`src/dac_pkg.sv`:
```
package dac_pkg;

	////////////////////////////////////////////////////////////////////////////
	// data path widths
	////////////////////////////////////////////////////////////////////////////

	localparam int W_DATA  = 16;               // dac data word
	localparam int W_CHS   = 3;                // channel field in an instruction
	localparam int N_CHAN  = 8;                // dac channels on the board
	localparam int W_INSTR = W_CHS + W_DATA;   // {channel, data}
	localparam int W_FRAME = 24;               // serial frame, opcode + addr + data
	localparam int W_DIV   = 8;                // sclk divider field

	// host register port
	localparam int W_CFG_ADDR = 2;
	localparam int W_CFG_DATA = 8;             // wide enough for mask and divider

	localparam logic [W_CFG_ADDR-1:0] REG_MASK   = 2'd0; // channel enables
	localparam logic [W_CFG_ADDR-1:0] REG_MODE   = 2'd1; // bit 0 selects update
	localparam logic [W_CFG_ADDR-1:0] REG_DIV    = 2'd2; // sclk half period - 1
	localparam logic [W_CFG_ADDR-1:0] REG_STATUS = 2'd3; // bit 0 sticky overflow

	// dac command nibble, first four bits on sdi
	typedef enum logic [3:0] {
		CMD_WRITE        = 4'b0000,          // write input register only
		CMD_WRITE_UPDATE = 4'b0011           // write and update the output
	} dac_cmd_e;

	// serial controller states
	typedef enum logic [1:0] {
		ST_IDLE,                             // wait for an instruction
		ST_LOAD,                             // mask check, build frame
		ST_SHIFT,                            // sync_n low, clocking bits out
		ST_GAP                               // sync_n high between frames
	} ctrl_state_e;

endpackage

```
`src/dac_instr_queue.sv`:
```
`timescale 1ns/1ns

module dac_instr_queue (
	input  logic                                       clk_in,
	input  logic                                       rst_n,
	input  logic [dac_pkg::N_CHAN*dac_pkg::W_DATA-1:0] data_packed, // all channels, ch 1 in lsbs
	input  logic [dac_pkg::N_CHAN-1:0]                 data_valid,  // one strobe per channel
	output logic [dac_pkg::W_INSTR-1:0]                fifo_din,    // {channel, data}
	output logic                                       fifo_wr_en
);

	localparam int HALF  = dac_pkg::N_CHAN / 2;   // channels per half
	localparam int W_SEL = $clog2(HALF);          // word select within a half
	localparam int W_BUS = HALF * dac_pkg::W_DATA; // packed width of a half

	////////////////////////////////////////////////////////////////////////////
	// half split
	////////////////////////////////////////////////////////////////////////////

	logic [W_BUS-1:0]                data_lo, data_hi;
	logic [HALF-1:0]                 dv_lo, dv_hi;
	logic                            any_lo, any_hi;    // a strobe in this half
	logic [W_SEL-1:0]                sel_lo, sel_hi;
	logic [dac_pkg::W_DATA-1:0]      word_lo, word_hi;
	logic [dac_pkg::W_CHS-1:0]       chan_lo, chan_hi;
	logic [dac_pkg::W_INSTR-1:0]     instr_lo, instr_hi;

	// upper half held back one cycle
	logic [dac_pkg::W_INSTR-1:0]     instr_hi_q;
	logic                            vld_hi_q;

	// one-hot strobe to word index, zero when idle
	function automatic logic [W_SEL-1:0] oh_to_bin(input logic [HALF-1:0] oh);
		logic [W_SEL-1:0] idx;
		idx = '0;
		for (int i = 0; i < HALF; i++) begin
			if (oh[i])
				idx = idx | W_SEL'(i); // only one bit set, so or is enough
		end
		return idx;
	endfunction

	assign data_lo = data_packed[W_BUS-1:0];
	assign data_hi = data_packed[2*W_BUS-1:W_BUS];
	assign dv_lo   = data_valid[HALF-1:0];
	assign dv_hi   = data_valid[dac_pkg::N_CHAN-1:HALF];

	assign any_lo = |dv_lo;
	assign any_hi = |dv_hi;

	assign sel_lo = oh_to_bin(dv_lo);
	assign sel_hi = oh_to_bin(dv_hi);

	////////////////////////////////////////////////////////////////////////////
	// word select and channel tag
	////////////////////////////////////////////////////////////////////////////

	assign word_lo = data_lo[sel_lo*dac_pkg::W_DATA +: dac_pkg::W_DATA];
	assign word_hi = data_hi[sel_hi*dac_pkg::W_DATA +: dac_pkg::W_DATA];

	assign chan_lo = dac_pkg::W_CHS'(sel_lo);
	assign chan_hi = dac_pkg::W_CHS'(sel_hi) + dac_pkg::W_CHS'(HALF); // channels 5-8 -> 4..7

	assign instr_lo = {chan_lo, word_lo};
	assign instr_hi = {chan_hi, word_hi};

	// upper instruction, payload only
	always_ff @(posedge clk_in) begin
		instr_hi_q <= instr_hi;
	end

	// upper strobe delay
	always_ff @(posedge clk_in) begin
		if (!rst_n)
			vld_hi_q <= 1'b0;
		else
			vld_hi_q <= any_hi;
	end

	////////////////////////////////////////////////////////////////////////////
	// fifo write source
	////////////////////////////////////////////////////////////////////////////

	// lower half goes straight in; upper follows a cycle later
	// strobe rule keeps both from landing on the same cycle
	assign fifo_din   = any_lo ? instr_lo : instr_hi_q;
	assign fifo_wr_en = any_lo | vld_hi_q;

endmodule

```
`src/dac_instr_fifo.sv`:
```
`timescale 1ns/1ns

module dac_instr_fifo #(
	parameter int FIFO_DEPTH = 16                   // power of two, two or more
) (
	input  logic                         clk_in,
	input  logic                         rst_n,
	input  logic [dac_pkg::W_INSTR-1:0]  din,
	input  logic                         wr_en,
	input  logic                         rd_ack,     // pops the head
	output logic [dac_pkg::W_INSTR-1:0]  dout,       // head word, good while valid
	output logic                         valid,
	output logic                         overflow    // one cycle per lost write
);

	localparam int W_PTR = $clog2(FIFO_DEPTH);
	localparam int W_CNT = W_PTR + 1;             // holds 0..FIFO_DEPTH

	logic [dac_pkg::W_INSTR-1:0] mem [FIFO_DEPTH];
	logic [W_PTR-1:0]            wr_ptr_q, rd_ptr_q; // wrap on their own
	logic [W_CNT-1:0]            count_q;
	logic                        full;
	logic                        do_wr, do_rd;

	assign full  = (count_q == W_CNT'(FIFO_DEPTH));
	assign valid = (count_q != '0);
	assign dout  = mem[rd_ptr_q];                   // first word falls through

	assign do_wr = wr_en & ~full;
	assign do_rd = rd_ack & valid;                  // pop on empty is ignored

	// storage
	always_ff @(posedge clk_in) begin
		if (do_wr)
			mem[wr_ptr_q] <= din;
	end

	////////////////////////////////////////////////////////////////////////////
	// pointers and fill count
	////////////////////////////////////////////////////////////////////////////

	always_ff @(posedge clk_in) begin
		if (!rst_n) begin
			wr_ptr_q <= '0;
			rd_ptr_q <= '0;
			count_q  <= '0;
			overflow <= 1'b0;
		end else begin
			if (do_wr)
				wr_ptr_q <= wr_ptr_q + 1'b1;
			if (do_rd)
				rd_ptr_q <= rd_ptr_q + 1'b1;
			case ({do_wr, do_rd})
				2'b10:   count_q <= count_q + 1'b1;
				2'b01:   count_q <= count_q - 1'b1;
				default: count_q <= count_q;      // both or neither
			endcase
			overflow <= wr_en & full;           // write dropped this cycle
		end
	end

endmodule

```
`src/dac_serial_ctrl.sv`:
```
`timescale 1ns/1ns

module dac_serial_ctrl (
	input  logic                         clk_in,
	input  logic                         rst_n,
	input  logic [dac_pkg::W_INSTR-1:0]  fifo_dout,
	input  logic                         fifo_valid,
	input  logic [dac_pkg::N_CHAN-1:0]   chan_mask,   // 1 = channel enabled
	input  logic                         update_mode, // 1 = write and update
	input  logic [dac_pkg::W_DIV-1:0]    sclk_div,    // half period = div+1 clocks
	output logic                         rd_ack,
	output logic                         sclk,
	output logic                         sdi,
	output logic                         sync_n
);

	localparam int W_BIT = $clog2(dac_pkg::W_FRAME);

	dac_pkg::ctrl_state_e        state_q;
	dac_pkg::dac_cmd_e           cmd;
	logic [dac_pkg::W_INSTR-1:0] instr_q;          // latched head
	logic [dac_pkg::W_CHS-1:0]   instr_chan;
	logic [dac_pkg::W_DATA-1:0]  instr_data;
	logic [dac_pkg::W_FRAME-1:0] shift_q;          // frame, msb goes out first
	logic [dac_pkg::W_DIV-1:0]   div_q;            // divider held for the frame
	logic [dac_pkg::W_DIV-1:0]   div_cnt_q;
	logic [W_BIT-1:0]            bit_cnt_q;
	logic                        gap_cnt_q;        // two gap clocks
	logic                        half_done;        // sclk phase ends this cycle

	assign {instr_chan, instr_data} = instr_q;
	assign cmd       = update_mode ? dac_pkg::CMD_WRITE_UPDATE : dac_pkg::CMD_WRITE;
	assign rd_ack    = (state_q == dac_pkg::ST_IDLE) && fifo_valid; // pop as we latch
	assign half_done = (div_cnt_q == div_q);

	////////////////////////////////////////////////////////////////////////////
	// instruction and frame payload
	////////////////////////////////////////////////////////////////////////////

	always_ff @(posedge clk_in) begin
		if (rd_ack)
			instr_q <= fifo_dout;
		if (state_q == dac_pkg::ST_LOAD) begin
			shift_q <= {cmd, 1'b0, instr_chan, instr_data}; // 4 + 4 + 16
			div_q   <= sclk_div;
		end else if (state_q == dac_pkg::ST_SHIFT && half_done && sclk) begin
			shift_q <= shift_q << 1;                       // next bit on falling edge
		end
	end

	////////////////////////////////////////////////////////////////////////////
	// fsm and pin drivers
	////////////////////////////////////////////////////////////////////////////

	always_ff @(posedge clk_in) begin
		if (!rst_n) begin
			state_q   <= dac_pkg::ST_IDLE;
			sclk      <= 1'b0;
			sdi       <= 1'b0;
			sync_n    <= 1'b1;
			div_cnt_q <= '0;
			bit_cnt_q <= '0;
			gap_cnt_q <= 1'b0;
		end else begin
			case (state_q)
				dac_pkg::ST_IDLE: begin
					if (fifo_valid)
						state_q <= dac_pkg::ST_LOAD;
				end
				dac_pkg::ST_LOAD: begin
					if (chan_mask[instr_chan]) begin
						sync_n    <= 1'b0;         // frame starts, sclk low phase first
						sdi       <= cmd[3];       // opcode msb
						div_cnt_q <= '0;
						bit_cnt_q <= '0;
						state_q   <= dac_pkg::ST_SHIFT;
					end else begin
						state_q <= dac_pkg::ST_IDLE; // masked, already popped
					end
				end
				dac_pkg::ST_SHIFT: begin
					if (half_done) begin
						div_cnt_q <= '0;
						if (!sclk) begin
							sclk <= 1'b1;            // dac samples sdi here
						end else begin
							sclk <= 1'b0;
							if (bit_cnt_q == W_BIT'(dac_pkg::W_FRAME - 1)) begin
								sync_n    <= 1'b1;   // last period done
								sdi       <= 1'b0;
								gap_cnt_q <= 1'b0;
								state_q   <= dac_pkg::ST_GAP;
							end else begin
								bit_cnt_q <= bit_cnt_q + 1'b1;
								sdi       <= shift_q[dac_pkg::W_FRAME-2];
							end
						end
					end else begin
						div_cnt_q <= div_cnt_q + 1'b1;
					end
				end
				dac_pkg::ST_GAP: begin
					gap_cnt_q <= 1'b1;
					if (gap_cnt_q)
						state_q <= dac_pkg::ST_IDLE;
				end
				default: state_q <= dac_pkg::ST_IDLE;
			endcase
		end
	end

endmodule

```
`src/dac_cfg_regs.sv`:
```
`timescale 1ns/1ns

module dac_cfg_regs (
	input  logic                            clk_in,
	input  logic                            rst_n,
	input  logic                            cfg_wr,
	input  logic [dac_pkg::W_CFG_ADDR-1:0]  cfg_addr,
	input  logic [dac_pkg::W_CFG_DATA-1:0]  cfg_wdata,
	input  logic                            overflow,    // pulse from the fifo
	output logic [dac_pkg::W_CFG_DATA-1:0]  cfg_rdata,
	output logic [dac_pkg::N_CHAN-1:0]      chan_mask,
	output logic                            update_mode,
	output logic [dac_pkg::W_DIV-1:0]       sclk_div
);

	logic ovf_q;                                   // sticky overflow

	////////////////////////////////////////////////////////////////////////////
	// register writes
	////////////////////////////////////////////////////////////////////////////

	always_ff @(posedge clk_in) begin
		if (!rst_n) begin
			chan_mask   <= '1;                       // all channels on
			update_mode <= 1'b1;
			sclk_div    <= dac_pkg::W_DIV'(1);
			ovf_q       <= 1'b0;
		end else begin
			if (cfg_wr) begin
				case (cfg_addr)
					dac_pkg::REG_MASK:   chan_mask   <= cfg_wdata[dac_pkg::N_CHAN-1:0];
					dac_pkg::REG_MODE:   update_mode <= cfg_wdata[0];
					dac_pkg::REG_DIV:    sclk_div    <= cfg_wdata[dac_pkg::W_DIV-1:0];
					dac_pkg::REG_STATUS: ovf_q       <= 1'b0; // any write clears
					default: ;
				endcase
			end
			if (overflow)
				ovf_q <= 1'b1;                         // new event wins over clear
		end
	end

	// read mux, straight from the address
	always_comb begin
		cfg_rdata = '0;
		case (cfg_addr)
			dac_pkg::REG_MASK:   cfg_rdata[dac_pkg::N_CHAN-1:0] = chan_mask;
			dac_pkg::REG_MODE:   cfg_rdata[0] = update_mode;
			dac_pkg::REG_DIV:    cfg_rdata[dac_pkg::W_DIV-1:0] = sclk_div;
			dac_pkg::REG_STATUS: cfg_rdata[0] = ovf_q;
			default:             cfg_rdata = '0;
		endcase
	end

endmodule

```
`src/dac_out_top.sv`:
```
`timescale 1ns/1ns

module dac_out_top #(
	parameter int FIFO_DEPTH = 16                  // instruction buffer depth
) (
	input  logic                                       clk_in,
	input  logic                                       rst_n,
	input  logic [dac_pkg::N_CHAN*dac_pkg::W_DATA-1:0] data_packed,
	input  logic [dac_pkg::N_CHAN-1:0]                 data_valid,
	input  logic                                       cfg_wr,
	input  logic [dac_pkg::W_CFG_ADDR-1:0]             cfg_addr,
	input  logic [dac_pkg::W_CFG_DATA-1:0]             cfg_wdata,
	output logic [dac_pkg::W_CFG_DATA-1:0]             cfg_rdata,
	output logic                                       sclk,
	output logic                                       sdi,
	output logic                                       sync_n
);

	////////////////////////////////////////////////////////////////////////////
	// internal nets
	////////////////////////////////////////////////////////////////////////////

	logic [dac_pkg::W_INSTR-1:0] fifo_din;         // queue -> fifo
	logic                        fifo_wr_en;
	logic [dac_pkg::W_INSTR-1:0] fifo_dout;        // fifo -> controller
	logic                        fifo_valid;
	logic                        rd_ack;           // controller pop
	logic                        overflow;         // fifo -> status
	logic [dac_pkg::N_CHAN-1:0]  chan_mask;        // regs -> controller
	logic                        update_mode;
	logic [dac_pkg::W_DIV-1:0]   sclk_div;

	dac_instr_queue u_queue (
		.clk_in      (clk_in),
		.rst_n       (rst_n),
		.data_packed (data_packed),
		.data_valid  (data_valid),
		.fifo_din    (fifo_din),
		.fifo_wr_en  (fifo_wr_en)
	);

	dac_instr_fifo #(
		.FIFO_DEPTH (FIFO_DEPTH)
	) u_fifo (
		.clk_in   (clk_in),
		.rst_n    (rst_n),
		.din      (fifo_din),
		.wr_en    (fifo_wr_en),
		.rd_ack   (rd_ack),
		.dout     (fifo_dout),
		.valid    (fifo_valid),
		.overflow (overflow)
	);

	dac_serial_ctrl u_ctrl (
		.clk_in      (clk_in),
		.rst_n       (rst_n),
		.fifo_dout   (fifo_dout),
		.fifo_valid  (fifo_valid),
		.chan_mask   (chan_mask),
		.update_mode (update_mode),
		.sclk_div    (sclk_div),
		.rd_ack      (rd_ack),
		.sclk        (sclk),
		.sdi         (sdi),
		.sync_n      (sync_n)
	);

	dac_cfg_regs u_regs (
		.clk_in      (clk_in),
		.rst_n       (rst_n),
		.cfg_wr      (cfg_wr),
		.cfg_addr    (cfg_addr),
		.cfg_wdata   (cfg_wdata),
		.overflow    (overflow),
		.cfg_rdata   (cfg_rdata),
		.chan_mask   (chan_mask),
		.update_mode (update_mode),
		.sclk_div    (sclk_div)
	);

endmodule

```
`config.mk`:
```
export PLATFORM = sky130hd
export DESIGN_NAME = dac_out_top
export DESIGN_NICKNAME = d
export VERILOG_FILES = /design/src/dac_pkg.sv /design/src/dac_instr_queue.sv /design/src/dac_instr_fifo.sv /design/src/dac_serial_ctrl.sv /design/src/dac_cfg_regs.sv /design/src/dac_out_top.sv
export SDC_FILE = /design/constraint.sdc
export NUM_CORES = 1
export LEC_CHECK = 0
export ABC_AREA = 1
export BUFFER_PORTS_ARGS = -buffer_cell sky130_fd_sc_hd__clkbuf_2
export CORE_ASPECT_RATIO = 0.6
export CORE_UTILIZATION = 55
export DETAILED_ROUTE_END_ITERATION = 6
export GPL_TIMING_DRIVEN = 0
export PLACE_DENSITY = 0.73
export SKIP_LAST_GASP = 1
export SYNTH_ARGS = -nofsm -noshare
export SYNTH_HDL_FRONTEND = slang
export SYNTH_SLANG_ARGS = --single-unit
```
`constraint.sdc`:
```
create_clock -name clk_in -period 3.5 [get_ports clk_in]
set_input_delay 0.7 -clock clk_in [delete_from_list [all_inputs] [get_ports clk_in]]
set_output_delay 0.7 -clock clk_in [all_outputs]
set_load 0.03 [all_outputs]
```
[Yosys cells after proc, flatten, opt, wreduce, memory -nomap -nowiden]
Memories as Yosys holds them, arrays and structs flattened. A register that Yosys moved wholly into a read port is not among the register bits.
Index checks and enable logic that the tools add are counted.
Storage, ports and cells
  register bits: 102
  memory bits (writable): 304
  input bits: 149
  output and inout bits: 11
  logic and storage cells: 129
  memories kept: 1
Memory list
  u_fifo.mem: words 16, bits a word 19, rd ports 1, clocked after Yosys merged registers in 1, write ports 1, RTL line dac_instr_fifo.sv:19  | logic [dac_pkg::W_INSTR-1:0] mem [FIFO_DEPTH];
Cells by class
  add/sub/neg operators: 7
  $lt $le $gt $ge: 1
  equal/unequal tests: 18
  shifts and indexed selects: 2
  mux-type cells: 50
  bitwise logic cells: 5
  reductions and logical operators: 25
Operator list (count)
  indexed part select 64 x 7 -> 16 bit: 2
  two-way mux 23 bit: 2
  two-way mux 2 bit: 11
  two-way mux 1 bit: 20
  two-way mux 5 bit: 4
  case mux 5 bit (2 select lines): 2
  two-way mux 19 bit: 1
  two-way mux 8 bit: 2
  case mux 8 bit (2 select lines): 1
  AND reduction 5 bit: 3
  case mux 7 bit (2 select lines): 1
  AND reduction 2 bit: 6
  nonzero test 2 bit: 6
  adder 5 x 1 -> 5 bit, second input constant: 2
  == test 2 bit, second input constant: 5
  == test 5 bit, second input constant: 2
  adder 4 x 1 -> 4 bit, second input constant: 2
  adder 8 x 1 -> 8 bit, second input constant: 1
  == test 8 bit: 1
  inequality test 2 x 1 -> 1 bit, second input constant: 4
  case mux 2 bit (4 select lines): 1
  AND reduction 4 bit: 2
  OR reduction 4 bit: 2
  == test 2 x 1 -> 1 bit, second input constant: 3
  other kinds (13): 22

[Logic depth before layout (Yosys ltp)]
  word-level depth: 5
  mapped depth: 15
  depth with buffers taken out: 15

[Hierarchy]
Synthesis repeated with hierarchy kept, for this count alone.
Unflattened totals
  cell total of the unflattened synthesis: 1744
  area total of the unflattened synthesis: 18963.2 um2
Modules (own cells, without submodules)
  dac_instr_fifo: instances 1, cells an instance 937, area an instance 13102.6 um2, sequential area each 9489.1 um2
  dac_serial_ctrl: instances 1, cells an instance 310, area an instance 2981.6 um2, sequential area each 1871.8 um2
  dac_instr_queue: instances 1, cells an instance 377, area an instance 2023.2 um2, sequential area each 380.4 um2
  dac_cfg_regs: instances 1, cells an instance 120, area an instance 855.8 um2, sequential area each 360.3 um2

[Worst setup path before layout]
Ideal clock, no wire load.
  kind: in2reg
  start: input port data_valid[3] (netlist name)
  end: register u_fifo.count_q[4]
  arrival time: 2.720 ns
  data required time: 3.430 ns
  setup slack: 0.710 ns
  stages on the path: 15
  cells stage by stage: nor2_4 > inv_4 > nor3_4 > nand2_2 > nand2_4 > ha_1 > xor2_1 > ha_1 > inv_1 > nand2_1 > nand3_1 > nand2_1 > xor2_1 > nand2_1 > a21oi_1
Between the ends
  cells in the longest elaborated chain, start to end: 5
Ends and longest elaborated chain
  start: declaration: RTL line dac_out_top.sv:9  | input logic [dac_pkg::N_CHAN-1:0] data_valid,
  OR reduction 4 bit *: RTL line dac_instr_queue.sv:48  | assign any_lo = |dv_lo;
  OR 1 bit *: RTL line dac_instr_queue.sv:87  | assign fifo_wr_en = any_lo | vld_hi_q;
  bitwise AND 1 bit *: RTL line dac_instr_fifo.sv:29  | assign do_wr = wr_en & ~full;
  == test 2 x 1 -> 1 bit or == test 2 bit (tied branches): RTL line dac_instr_fifo.sv:53  | case ({do_wr, do_rd})
  case mux 5 bit (2 select lines) or nonzero test 2 bit (tied branches)
  end signal: assignment: RTL line dac_instr_fifo.sv:54  | 2'b10: count_q <= count_q + 1'b1;
  end signal: assignment: RTL line dac_instr_fifo.sv:55  | 2'b01: count_q <= count_q - 1'b1;
  end signal: assignment: RTL line dac_instr_fifo.sv:56  | default: count_q <= count_q;
  end: declaration: RTL line dac_instr_fifo.sv:21  | logic [W_CNT-1:0] count_q;
Mark *: on every way between the ends. The rest lies on a longest branch, timed or not.
A chain may end at the register's enable or synchronous reset.

[Worst setup path after layout]
  start: input port data_valid[3] (netlist name)
  end: memory u_fifo.mem[0][13] (netlist name) (data pin)
Between the ends
  cells in the longest elaborated chain, start to end: 3
Ends and longest elaborated chain
  two-way mux 2 bit: RTL line dac_instr_queue.sv:37  | if (oh[i])
  indexed part select 64 x 7 -> 16 bit: RTL line dac_instr_queue.sv:58  | assign word_lo = data_lo[sel_lo*dac_pkg::W_DATA +: dac_pkg::W_DATA];
  two-way mux 19 bit *: RTL line dac_instr_queue.sv:86  | assign fifo_din = any_lo ? instr_lo : instr_hi_q;
  named net fifo_din, one bit: RTL line dac_out_top.sv:23  | logic [dac_pkg::W_INSTR-1:0] fifo_din;
  end: declaration: RTL line dac_instr_fifo.sv:19
The timed path passes the listed nets; every way through them passes the cells marked *.

==> impl_metrics.ini <==
[worst_hold_path]
min_delay_worst_endpoint = u_regs.chan_mask[1]
hold_path_depth = 3
min_path_type = input port to flop
hp-start = cfg_wdata[1]

[yosys]
synth_fp_nets = 1741
synthTopCellsByArea = edfxtp_1 59%, dfxtp_1 7.9%, nor2_1 5.6%
synth_area_um2 = 17900
yosysWarnings = 0
yosysTopAreaCellShare_pct = 59.2
yosysTopAreaCell = edfxtp_1
synth-seq-cells = 424
synthCells = 1581
synth_cell_type_count = 42
yosysSeqAreaShare_pct = 67.2
avgSynthCellArea_um2 = 11.3

[timing]
fmax_ghz = 0.314
skew_ns = 0.0218
rsz0062_at_grt = no
setup_viol_count_final = 0
slew_viol_final = 0
finalCritPeriodShare_pct = 91.0
relSlewSlack_pct = 8.70
finalHoldViolCount = 0
period_needed_ns = 3.18
worstMarginPinSlew_ns = 1.36

[critical_path]
worstSetupStartpointType = input port
timing.rr.end = u_fifo.count_q[4]
r2r_setup_slack_ns = 0.33
rr_worst_depth = 14
crit_fanout = 16
arrival_ns = 3.33
cp-end-kind = flop
timing.rr.start = u_fifo.count_q[0]
crit_type = input port to flop
required_ns = 3.64

[placed_design]
gp_congestion = 0.943
dp_cells = 2170
io_buffers = 156
post-dp-hpwl_um = 35800
placed_cell_area_um2 = 19600

[drt]
viasPerCell = 6.11
drc = 0
first_pass_iters = 5
vias = 13677
ant_nets = 0
drt-initial-drc-count = 2024
totalWireLength_um = 51100
wl_per_cell_um = 22.8

[layout]
multiInputGateArea_um2 = 5270
layout-drive-gt1-share_pct = 17.0
fin_nets = 1954
seqCellArea_um2 = 12000
final_cells = 2238
postLayoutCoreUtil_pct = 65.9
n_fill_cell = 2331
design_area_um2 = 20800
area_delta_synth_final_pct = 16.3

[global_route]
grt.total_usage_pct = 30.7
grt_first_pass_wirelength_um = 76300
grt_max_degree = 26
grt_pass1_vias = 12932
antenna_found_initial = 3
grt_overflow = 0

[clocking]
clk_pin_slew_worst_paths_ns = 0.06
cts-root-buf = clkbuf_16
cts_made_buffers = 37
cts_hold_buf = 0
cts_sinks = 424
htree_num_levels = 2
clk_latency_ns = 0.54
cts-resized-gates = 0
postCtsSetupRepairBufs = 0
cts_tree = yes
clock_path_buffers = 3

[floorplanning]
die_area_um2 = 33300
start_util_pct = 56.7
num_io_pins = 160
die_w_um = 235
row_count = 50
die_h_um = 142
core_region_area_um2 = 31600

[status]
run_status = completed

[job]
drv_cap = 0

[power_and_ir_drop]
p_per_area_nw_per_um2 = 669
peakVddDrop_v = 0.000395
leakagePower_nw = 7.59
## sequential cells by signal, indices dropped and copies added, names as in the netlist, named ones only
register and flops:
u_fifo.mem 304, u_regs.chan_mask 8, u_regs.update_mode 1, u_ctrl.bit_cnt_q 5
u_fifo.rd_ptr_q 4, u_fifo.wr_ptr_q 4, u_ctrl.sclk 1, u_ctrl.sdi 1
u_ctrl.sync_n 1, u_queue.instr_hi_q 18, u_ctrl.div_q 8, u_ctrl.instr_q 19
u_fifo.overflow 1, u_ctrl.state_q 1, u_ctrl.div_cnt_q 8, u_ctrl.gap_cnt_q 1
u_queue.vld_hi_q 1, u_regs.sclk_div 8, u_fifo.count_q 5, u_ctrl.shift_q 23
u_regs.ovf_q 1
## per-layer routing
| layer | share of wire [%] | track usage (%) | vias to the layer above | routed length [um] |
|---|---|---|---|---|
| met3 | 13 | 7.86 | 102 | 6880 |
| met4 | 2.3 | 8.38 | 2 | 1190 |
| met5 | 0.025 | 0 | - | 13 |
| li1 | - | - | 6128 | - |
| met1 | 44 | 47.7 | 6536 | 22300 |
| met2 | 41 | 42.4 | 909 | 20700 |
## through the flow
step	hold slack, ns	setup TNS, ns	total power [W]	setup slack (ns)
after floorplan	0.408	0	0.00852	0.710
after global placement	0.419	-162.92	0.00969	-0.617
after detailed placement	0.425	-64.37	0.00983	-0.534
after CTS	0.382	0	0.0138	0.0147
after global routing	0.413	0	0.0144	0.0380
final	0.392	0	0.0139	0.316
## worst max-delay path, cell delays in order
cell and delay, ns:
clkbuf_2 0.11, nor2_4 0.27, inv_4 0.13, nor3_4 0.60, inv_2 0.13, buf_2 0.26
a31oi_1 1.10
## cell usage after synthesis, drive strengths merged
library cell and instances:
edfxtp 353, nor2 271, nand2 201, o21ai 170
inv 77, dfxtp 71, o211ai 62, clkbuf 55
a21oi 50, mux2i 48, o22ai 48, nand3 43
buf 34, o221ai 20, a22oi 16, a31oi 16
ha 11, nand4 11, xor2 7, nor3 5
xnor2 4, clkinv 3, a21o 1, nand3b 1
nor3b 1, o21a 1, or2 1
## worst max path at each step
stage                      startpoint                end  slack [ns]  cells after the start
floorplan               data_valid[3]  u_fifo.count_q[4]        0.71                     15
global placement        data_valid[3]   u_fifo.mem[0][2]       -0.62                      9
detailed placement      data_valid[3]   u_fifo.mem[7][8]       -0.53                      7
CTS                     data_valid[3]  u_fifo.mem[15][8]        0.01                      7
global route        u_fifo.count_q[0]  u_fifo.count_q[4]        0.04                     14
finish                  data_valid[3]  u_fifo.mem[0][13]        0.32                      7
## area by class of cell
type                       instances  share of cell area, %
antenna                            1                 0.0120
clock inverter                    16                  0.661
inverter                          80                   1.48
clock buffer                      50                   4.98
sequential                       424                   57.8
multi-input combinational        989                   25.3
buffer                            89                   1.99
timing repair buffer             173                   5.29
tap                              416                   2.50
## cells by family (layout without fill, tap and decap cells)
| kind of cell | after synthesis | in the layout | synth area share (%) |
|---|---|---|---|
| AOI/OAI and AO/OA | 384 | 384 | 12.7 |
| xor gates and xnor gates | 11 | 11 | 0.538 |
| adders and majority gates | 11 | 11 | 0.769 |
| buffers and inverters | 169 | 408 | 4.03 |
| DFF | 424 | 424 | 67.2 |
| muxes | 48 | 48 | 2.68 |
| other | 0 | 1 | 0 |
| and+or+nand+nor | 534 | 535 | 12.1 |
## cell usage in the layout (no fill, tap or decap), types with 49 or more instances in the layout
cell type    n
a21oi_1     49
o21ai_0    160
o211ai_1    62
clkbuf_1    63
clkbuf_2   157
dfxtp_1     71
nor2_1     252
inv_1       67
edfxtp_1   353
nand2_1    195
## power by group
group	internal [W]	switching, W	total [W]
logic	0.000995	0.00251	0.00351
registers	0.00614	0.000190	0.00633
clock network	0.00224	0.00184	0.00408
total	0.00938	0.00454	0.0139
Note: power is estimated with default switching activity, not from simulation.
